[src/verilog/vpu_params.svh]
`ifndef VPU_PARAMS_SVH
`define VPU_PARAMS_SVH

////////////////////////////////////////////////////////////
// Lane geometry.
////////////////////////////////////////////////////////////

`define VPU_OPERAND_WIDTH 32
`define VPU_SRC_OPERAND_CNT 3

// Power of two, sets the credit limit too.
`define VPU_DST_DEPTH 4

`endif

[src/verilog/vpu_fp_pkg.sv]
`default_nettype none

package vpu_fp_pkg;

    ////////////////////////////////////////////////////////////
    // Single-precision word views.
    ////////////////////////////////////////////////////////////

    typedef logic [31:0] fp32_raw_t;

    typedef struct packed {
        logic        sign;
        logic [7:0]  exponent;
        logic [22:0] mantissa;
    } fp32_fields_t;

    // Same word, seen as raw bits or as IEEE fields.
    typedef union packed {
        fp32_raw_t    raw;
        fp32_fields_t fields;
    } fp32_word_u;

    localparam fp32_raw_t FP32_QNAN = 32'h7fc0_0000;  // Canonical quiet NaN.

endpackage

`default_nettype wire

[src/verilog/vpu_op_pkg.sv]
`default_nettype none

`include "vpu_params.svh"

package vpu_op_pkg;

    typedef enum logic {
        FP_MAX = 1'b0,
        FP_MIN = 1'b1
    } vpu_fp_op_e;

    // Third operand riding along stage 0.
    typedef struct packed {
        logic                          use_op_2;
        logic [`VPU_OPERAND_WIDTH-1:0] op_2;
    } vpu_req_tag_t;

endpackage

`default_nettype wire

[src/verilog/vpu_dst_port.sv]
`timescale 1ns/100ps
`default_nettype none

`include "vpu_params.svh"

module vpu_dst_port (
    input  logic                          clk,
    input  logic                          rst_n,
    input  logic                          accept,
    input  logic                          m_valid,
    input  logic [`VPU_OPERAND_WIDTH-1:0] m_result,
    input  logic                          m_nan,
    input  logic                          out_ready,
    output logic                          credit_ok,
    output logic                          out_valid,
    output logic [`VPU_OPERAND_WIDTH-1:0] result,
    output logic                          nan_flag
);
    localparam int DEPTH = `VPU_DST_DEPTH;
    localparam int PTR_W = $clog2(DEPTH);

    logic [`VPU_OPERAND_WIDTH:0] mem [DEPTH];   // {nan, result}.
    logic [PTR_W:0]              wr_ptr;
    logic [PTR_W:0]              rd_ptr;
    logic [PTR_W:0]              credit;
    logic                        pop;

    ////////////////////////////////////////////////////////////
    // FIFO
    ////////////////////////////////////////////////////////////

    assign out_valid          = wr_ptr != rd_ptr;
    assign pop                = out_valid && out_ready;
    assign {nan_flag, result} = mem[rd_ptr[PTR_W-1:0]];

    always_ff @(posedge clk) begin
        if (m_valid) begin
            mem[wr_ptr[PTR_W-1:0]] <= {m_nan, m_result};
        end
    end

    always_ff @(posedge clk) begin
        if (!rst_n) begin
            wr_ptr <= '0;
            rd_ptr <= '0;
        end else begin
            if (m_valid) wr_ptr <= wr_ptr + 1'b1;   // Never full, credits hold it.
            if (pop) rd_ptr <= rd_ptr + 1'b1;
        end
    end

    ////////////////////////////////////////////////////////////
    // Credits
    ////////////////////////////////////////////////////////////

    // Counts requests accepted but not yet read out.
    assign credit_ok = credit < (PTR_W + 1)'(DEPTH);

    always_ff @(posedge clk) begin
        if (!rst_n) begin
            credit <= '0;
        end else begin
            case ({accept, pop})
                2'b10:   credit <= credit + 1'b1;
                2'b01:   credit <= credit - 1'b1;
                default: credit <= credit;
            endcase
        end
    end

endmodule

`default_nettype wire

[src/verilog/vpu_fp_cmp.sv]
`timescale 1ns/100ps
`default_nettype none

`include "vpu_params.svh"

module vpu_fp_cmp (
    input  logic                          clk,
    input  logic                          rst_n,
    input  logic                          a_valid,
    input  logic [`VPU_OPERAND_WIDTH-1:0] a,
    input  logic [`VPU_OPERAND_WIDTH-1:0] b,
    input  vpu_op_pkg::vpu_fp_op_e        op,
    input  logic [`VPU_OPERAND_WIDTH:0]   carry,
    input  logic                          a_nan_in,
    output logic                          r_valid,
    output logic [`VPU_OPERAND_WIDTH-1:0] r,
    output logic                          r_nan,
    output logic [`VPU_OPERAND_WIDTH:0]   r_carry
);
    vpu_fp_pkg::fp32_word_u        a_u;
    vpu_fp_pkg::fp32_word_u        b_u;
    logic                          a_is_nan;
    logic                          b_is_nan;
    logic [`VPU_OPERAND_WIDTH-1:0] win;

    // Sign first, then magnitude; -0 sits below +0.
    function automatic logic greater(vpu_fp_pkg::fp32_word_u x, vpu_fp_pkg::fp32_word_u y);
        if (x.fields.sign != y.fields.sign) begin
            return !x.fields.sign;
        end
        if (!x.fields.sign) begin
            return x.raw[30:0] > y.raw[30:0];
        end
        return x.raw[30:0] < y.raw[30:0];       // Both negative.
    endfunction

    ////////////////////////////////////////////////////////////
    // Winner select
    ////////////////////////////////////////////////////////////

    assign a_u      = a;
    assign b_u      = b;
    assign a_is_nan = (a_u.fields.exponent == 8'hff) && (a_u.fields.mantissa != '0);
    assign b_is_nan = (b_u.fields.exponent == 8'hff) && (b_u.fields.mantissa != '0);

    always_comb begin
        if (a_is_nan && b_is_nan) begin
            win = vpu_fp_pkg::FP32_QNAN;
        end else if (a_is_nan) begin
            win = b;
        end else if (b_is_nan) begin
            win = a;
        end else if (op == vpu_op_pkg::FP_MAX) begin
            win = greater(b_u, a_u) ? b : a;    // Ties keep a.
        end else begin
            win = greater(a_u, b_u) ? b : a;
        end
    end

    ////////////////////////////////////////////////////////////
    // Stage register
    ////////////////////////////////////////////////////////////

    always_ff @(posedge clk) begin
        if (!rst_n) begin
            r_valid <= 1'b0;
        end else begin
            r_valid <= a_valid;
        end
    end

    always_ff @(posedge clk) begin
        if (a_valid) begin
            r       <= win;
            r_nan   <= a_nan_in || a_is_nan || b_is_nan;
            r_carry <= carry;
        end
    end

endmodule

`default_nettype wire

[src/verilog/vpu_fp_max.sv]
`timescale 1ns/100ps
`default_nettype none

`include "vpu_params.svh"

module vpu_fp_max (
    input  logic                          clk,
    input  logic                          rst_n,
    input  logic                          s_valid,
    input  logic [`VPU_OPERAND_WIDTH-1:0] s_op_0,
    input  logic [`VPU_OPERAND_WIDTH-1:0] s_op_1,
    input  logic [`VPU_OPERAND_WIDTH-1:0] s_op_2,
    input  logic                          s_use_op_2,
    input  vpu_op_pkg::vpu_fp_op_e        s_op,
    output logic                          m_valid,
    output logic [`VPU_OPERAND_WIDTH-1:0] m_result,
    output logic                          m_nan
);
    vpu_op_pkg::vpu_req_tag_t      s_tag;
    vpu_op_pkg::vpu_req_tag_t      x_tag;
    logic                          x_valid;
    logic [`VPU_OPERAND_WIDTH-1:0] x_r;
    logic                          x_nan;
    vpu_op_pkg::vpu_fp_op_e        x_op;
    logic [`VPU_OPERAND_WIDTH-1:0] b_1;

    ////////////////////////////////////////////////////////////
    // Stage 0: op_0 against op_1
    ////////////////////////////////////////////////////////////

    assign s_tag = '{use_op_2: s_use_op_2, op_2: s_op_2};

    vpu_fp_cmp stage_0 (
        .clk      (clk),
        .rst_n    (rst_n),
        .a_valid  (s_valid),
        .a        (s_op_0),
        .b        (s_op_1),
        .op       (s_op),
        .carry    (s_tag),
        .a_nan_in (1'b0),
        .r_valid  (x_valid),
        .r        (x_r),
        .r_nan    (x_nan),
        .r_carry  (x_tag)
    );

    always_ff @(posedge clk) begin
        if (s_valid) begin
            x_op <= s_op;                       // Opcode for stage 1.
        end
    end

    ////////////////////////////////////////////////////////////
    // Stage 1: winner against op_2
    ////////////////////////////////////////////////////////////

    // Two-operand requests compare the winner with itself,
    // so it passes through with its flag in the same cycle.
    assign b_1 = x_tag.use_op_2 ? x_tag.op_2 : x_r;

    vpu_fp_cmp stage_1 (
        .clk      (clk),
        .rst_n    (rst_n),
        .a_valid  (x_valid),
        .a        (x_r),
        .b        (b_1),
        .op       (x_op),
        .carry    (x_tag),
        .a_nan_in (x_nan),
        .r_valid  (m_valid),
        .r        (m_result),
        .r_nan    (m_nan),
        .r_carry  ()
    );

endmodule

`default_nettype wire

[src/verilog/vpu_fp_top.sv]
`timescale 1ns/100ps
`default_nettype none

`include "vpu_params.svh"

module vpu_fp_top (
    input  logic                          clk,
    input  logic                          rst_n,
    input  logic                          in_valid,
    output logic                          in_ready,
    input  logic [`VPU_OPERAND_WIDTH-1:0] op_0,
    input  logic [`VPU_OPERAND_WIDTH-1:0] op_1,
    input  logic [`VPU_OPERAND_WIDTH-1:0] op_2,
    input  logic                          use_op_2,
    input  vpu_op_pkg::vpu_fp_op_e        op,
    output logic                          out_valid,
    input  logic                          out_ready,
    output logic [`VPU_OPERAND_WIDTH-1:0] result,
    output logic                          nan_flag
);
    logic                          accept;
    logic                          credit_ok;
    logic                          s_valid;
    logic [`VPU_OPERAND_WIDTH-1:0] s_op_0;
    logic [`VPU_OPERAND_WIDTH-1:0] s_op_1;
    logic [`VPU_OPERAND_WIDTH-1:0] s_op_2;
    logic                          s_use_op_2;
    vpu_op_pkg::vpu_fp_op_e        s_op;
    logic                          m_valid;
    logic [`VPU_OPERAND_WIDTH-1:0] m_result;
    logic                          m_nan;

    vpu_src_port src_port (
        .clk        (clk),
        .rst_n      (rst_n),
        .in_valid   (in_valid),
        .op_0       (op_0),
        .op_1       (op_1),
        .op_2       (op_2),
        .use_op_2   (use_op_2),
        .op         (op),
        .credit_ok  (credit_ok),
        .in_ready   (in_ready),
        .accept     (accept),
        .s_valid    (s_valid),
        .s_op_0     (s_op_0),
        .s_op_1     (s_op_1),
        .s_op_2     (s_op_2),
        .s_use_op_2 (s_use_op_2),
        .s_op       (s_op)
    );

    vpu_fp_max fp_max (
        .clk        (clk),
        .rst_n      (rst_n),
        .s_valid    (s_valid),
        .s_op_0     (s_op_0),
        .s_op_1     (s_op_1),
        .s_op_2     (s_op_2),
        .s_use_op_2 (s_use_op_2),
        .s_op       (s_op),
        .m_valid    (m_valid),
        .m_result   (m_result),
        .m_nan      (m_nan)
    );

    vpu_dst_port dst_port (
        .clk        (clk),
        .rst_n      (rst_n),
        .accept     (accept),
        .m_valid    (m_valid),
        .m_result   (m_result),
        .m_nan      (m_nan),
        .out_ready  (out_ready),
        .credit_ok  (credit_ok),
        .out_valid  (out_valid),
        .result     (result),
        .nan_flag   (nan_flag)
    );

endmodule

`default_nettype wire

[src/verilog/vpu_src_port.sv]
`timescale 1ns/100ps
`default_nettype none

`include "vpu_params.svh"

module vpu_src_port (
    input  logic                          clk,
    input  logic                          rst_n,
    input  logic                          in_valid,
    input  logic [`VPU_OPERAND_WIDTH-1:0] op_0,
    input  logic [`VPU_OPERAND_WIDTH-1:0] op_1,
    input  logic [`VPU_OPERAND_WIDTH-1:0] op_2,
    input  logic                          use_op_2,
    input  vpu_op_pkg::vpu_fp_op_e        op,
    input  logic                          credit_ok,
    output logic                          in_ready,
    output logic                          accept,
    output logic                          s_valid,
    output logic [`VPU_OPERAND_WIDTH-1:0] s_op_0,
    output logic [`VPU_OPERAND_WIDTH-1:0] s_op_1,
    output logic [`VPU_OPERAND_WIDTH-1:0] s_op_2,
    output logic                          s_use_op_2,
    output vpu_op_pkg::vpu_fp_op_e        s_op
);
    logic [`VPU_OPERAND_WIDTH-1:0] opnd_q [`VPU_SRC_OPERAND_CNT];
    logic                          use_op_2_q;
    vpu_op_pkg::vpu_fp_op_e        opc_q;

    assign in_ready = credit_ok;                // Room downstream.
    assign accept   = in_valid && credit_ok;

    always_ff @(posedge clk) begin
        if (!rst_n) begin
            s_valid <= 1'b0;
        end else begin
            s_valid <= accept;                  // One pulse per request.
        end
    end

    always_ff @(posedge clk) begin
        if (accept) begin
            opnd_q[0]  <= op_0;
            opnd_q[1]  <= op_1;
            opnd_q[2]  <= op_2;
            use_op_2_q <= use_op_2;
            opc_q      <= op;
        end
    end

    assign s_op_0     = opnd_q[0];
    assign s_op_1     = opnd_q[1];
    assign s_op_2     = opnd_q[2];
    assign s_use_op_2 = use_op_2_q;
    assign s_op       = opc_q;

endmodule

`default_nettype wire
[config.mk]
export PLATFORM = sky130hd
export DESIGN_NAME = vpu_fp_top
export DESIGN_NICKNAME = d
export VERILOG_FILES = /design/src/verilog/vpu_fp_pkg.sv /design/src/verilog/vpu_op_pkg.sv /design/src/verilog/vpu_dst_port.sv /design/src/verilog/vpu_fp_cmp.sv /design/src/verilog/vpu_fp_max.sv /design/src/verilog/vpu_fp_top.sv /design/src/verilog/vpu_src_port.sv
export VERILOG_INCLUDE_DIRS = /design/src /design/src/verilog
export SDC_FILE = /design/constraint.sdc
export NUM_CORES = 1
export LEC_CHECK = 0
export BUFFER_PORTS_ARGS = -buffer_cell sky130_fd_sc_hd__buf_2
export CORE_AREA = 10 10 168 287
export CTS_CLUSTER_SIZE = 28
export DETAILED_ROUTE_END_ITERATION = 7
export DIE_AREA = 0 0 178 297
export PLACE_DENSITY_LB_ADDON = 0.12
export SLEW_MARGIN = 20
export SYNTH_ARGS = -nofsm -noshare
export SYNTH_HDL_FRONTEND = slang
export SYNTH_SLANG_ARGS = --single-unit
export TNS_END_PERCENT = 30
[constraint.sdc]
create_clock -name clk -period 4.8 [get_ports clk]
set_input_delay 0.48 -clock clk [delete_from_list [all_inputs] [get_ports clk]]
set_output_delay 0.48 -clock clk [all_outputs]
set_load 0.1 [all_outputs]
==> metrics.md <==
| Metric | Value |
|---|---|
| CP arrival | `4.60 ns` |
| Syn Std Cell Area | `15000 um2` |
| Post-DP HPWL | `25200 um` |
| Die height | `297 um` |
| Layout cells sized above 1 | `0.248` |
| Layout filler cell count | `4048` |
| Met2 wire length | `18200 um` |
| Initial Util | `0.346` |
| Clock Skew | `0.0184 ns` |
| Tot Pwr | `6.92 mW` |
| Final nets | `1284` |
| Total wire length | `34200 um` |
| Post-synth top area share | `0.661` |
| Leak | `6.32 nW` |
| CP delay by family, top | `compound AO/OA/AOI/OAI gates` |
| Critical path depth | `12` |
| Ranking of synthesized cells by area | `edfxtp_1 (66%), ha_1 (6.0%), mux4_2 (5.0%), mux2i_1 (2.3%), nand4_1 (2.0%)` |
| Antenna Nets Post-Route | `0` |
| Io pins | `137` |
| R2R depth | `12` |
| DR pass1 iterations | `4` |
| Port bufs | `136` |
| PD cells | `399 nW/um2` |
| CTS Sinks | `344` |
| First-pass GRT wire length | `53100 um` |
| Fin util | `0.400` |
| Routability-driven placement congestion ratio | `0.916` |
| Commonest cells post-synth | `edfxtp_1 (330), ha_1 (72), inv_1 (52)` |
| Grt total ovfl | `0` |
| # diodes | `0` |
| Internal power | `5.14 mW` |
| Yosys cell types | `64` |
| Hold Path End | `src_port.opnd_q[2][30]` |
| DR WL met3 | `1380 um` |
| Slew margin rel. | `0.338` |
| Critical Path, Cell by Cell | `buf_4 -> mux2i_1 -> ha_1 -> nand2_1 -> nor3_1 -> o21a_1 -> o21ai_1 -> a2111oi_2 -> o22ai_2 -> o21ai_2 -> buf_4 -> mux2_2` |
| Largest net degree at the start of global routing | `69` |
| Max incr delay on CP | `0.78 ns` |
| Setup bufs post-CTS | `0` |
| Cells after Synth | `948` |
| Reg clk slew, reported paths | `0.06 ns` |
| Final Hold Viols | `0` |
| DRT iter0 DRCs | `429` |
| Worst path required time | `5.06 ns` |
| DR top layer | `met4` |
| Combinational power share | `0.129` |
| DR vias/cell | `4.87` |
| Switching pwr | `1.78 mW` |
| Min-Delay Path Class | `primary input to flop` |
| RR Startpoint | `fp_max.stage_0.r_carry[32]` |
| Clock Power Share | `0.349` |
| Hold Crit Depth | `1` |
| Synthesized flop and latch total | `344` |
| Root buf cell | `clkbuf_16` |
| Syn Nets | `1123` |
| CTS buffer count | `34` |
| Row Count | `101` |
| Die width | `178 um` |
| Worst setup path category | `flop to flop` |
| Vias | `8269` |
| Synth area leader | `edfxtp_1` |
| Slew @ Worst Pin | `0.994 ns` |
| Clk Latency, worst-skew pair | `0.53 ns` |
| Wirelength per Cell | `20.1 um` |
| CTS resizes | `0` |
| Yosys Warn Count | `0` |
| CP Capture Type | `flop` |
| CTS tree | `done` |
| F_max | `0.231 GHz` |
| Layout area overhead | `15.7%` |
| Most used cell, CP | `buf_4` |
| Crit path time final | `4.34 ns` |
| Worst Path Buf+Inv | `2` |
| Flop-to-flop setup slack | `0.46 ns` |
| RSZ-0062 raised after global routing | `no` |
| Max-Cap Viols | `0` |
| GRT Total Usage | `0.130` |
| Ys async rst share | `0` |
| Register area share after synthesis | `0.680` |
| DRC errors left | `0` |
| Number of flops mapped to enable cells by yosys | `330` |
| Max rail drop VDD | `0.267 mV` |
| Worst-path maximum fanout | `29` |
| Worst setup SP type | `flop` |
| Switching share of power | `0.258` |
| Initial antenna violation count | `0` |
| Met1 wire length | `13100 um` |
| Worst hold start | `op_2[30]` |
| Final setup viols | `0` |
| Fin Setup TNS | `0 ns` |
| Vias in the first global route | `9072` |
| Ys flop type | `edfxtp_1` |
| Die Area | `52900 um2` |
| Final Max Slew Viols | `0` |
| Part of the power in registers | `0.522` |
| Count leader, synth | `edfxtp_1` |
| Htree depth | `2` |
| Synthesized area per cell | `15.8 um2` |
| Slowest cell on crit path | `edfxtp_1` |
| Reg-to-reg critical path endpoint | `fp_max.stage_1.r[18]` |
| Core Region | `43300 um2` |
| Final Cycle Share | `0.904` |
| CTS max path bufs | `3` |
| Hold-fix buffers at CTS | `0` |
| Status | `finished clean` |
-- sequential cells by signal (all words and copies together), names as in the netlist, 3 cells and up, named ones only --
register	count
fp_max.stage_0.r_carry	33
dst_port.wr_ptr	3
src_port.opnd_q	96
fp_max.stage_1.r	32
dst_port.rd_ptr	3
fp_max.stage_0.r	32
dst_port.mem	132
dst_port.credit	3
-- cell usage in the layout, fill, tap and decap left out, drive strengths merged, types with 3 or more instances in the layout --
cell type,instances
a211oi,3
clkinv,10
nor4,21
nor2b,28
and2,13
nand3,11
mux2i,34
a21oi,30
and3,3
nor3,11
o22a,3
nand4,49
ha,72
o21ai,41
a2bb2oi,9
xnor2,7
mux4,33
edfxtp,330
a21o,5
and4,4
nand2,48
nand3b,3
dfxtp,14
buf,156
nor2,34
inv,56
mux2,27
a2111oi,3
clkbuf,43
-- area by class of cell --
| class | count | area (um2) | share of cell area |
|---|---|---|---|
| multi-input cells | 520 | 4430 | 0.255 |
| well taps | 566 | 708 | 0.0408 |
| flip-flops and latches | 344 | 10200 | 0.588 |
| inverters | 53 | 201 | 0.0116 |
| repair buffers | 156 | 831 | 0.0479 |
| clock buffers | 43 | 885 | 0.0510 |
| clock inverters | 15 | 95.1 | 0.00548 |
-- worst max-delay path by stage --
stage	startpoint	endpoint	slack [ns]
after floorplan	dst_port.credit[2]	src_port.opnd_q[0][0]	1.34
after global placement	fp_max.stage_0.r_carry[32]	fp_max.stage_1.r[15]	0.63
after detailed placement	fp_max.stage_0.r_carry[32]	fp_max.stage_1.r[18]	0.51
after CTS	fp_max.stage_0.r_carry[32]	fp_max.stage_1.r[18]	0.47
after global routing	fp_max.stage_0.r_carry[32]	fp_max.stage_1.r[18]	0.12
final	fp_max.stage_0.r_carry[32]	fp_max.stage_1.r[18]	0.46
-- metrics by stage --
step | worst slack [ns] | hold WS, ns | area [um2] | instances
floorplan | 1.34 | 0.400 | 15000 | 948
global placement | 0.626 | 0.403 | 16400 | 1639
detailed placement | 0.506 | 0.406 | 16400 | 1639
CTS | 0.474 | 0.0983 | 17300 | 1697
global route | 0.120 | 0.0997 | 17300 | 1697
finish | 0.463 | 0.128 | 17300 | 1697
-- cells by family after synthesis --
kind of cell	count (synthesis)	synth area share
AND/OR/NAND/NOR	231	0.0846
buffers and inverters	84	0.0250
multiplexers	94	0.0941
AO/OA/AOI/OAI	113	0.0498
adder cells (fa/ha/maj)	73	0.0614
XOR/XNOR	9	0.00526
flip-flops	344	0.680
-- per-layer routing --
layer / vias to the layer above / GRT usage
li1: 4034 / -
met1: 3982 / 0.142
met2: 198 / 0.234
met3: 55 / 0.0246
met4: 0 / 0.0626
met5: - / 0
-- power groups by stage --
stage          registers [mW]  logic, mW  clock network [mW]
2_1_floorplan            3.63      0.682                   0
3_3_place_gp             3.68      0.896                   0
3_5_place_dp             3.68      0.907                   0
4_1_cts                  3.62      0.911                2.51
5_1_grt                  3.63      0.994                2.65
6_report                 3.61      0.895                2.41
No activity file was read; power rests on OpenSTA's default activity.
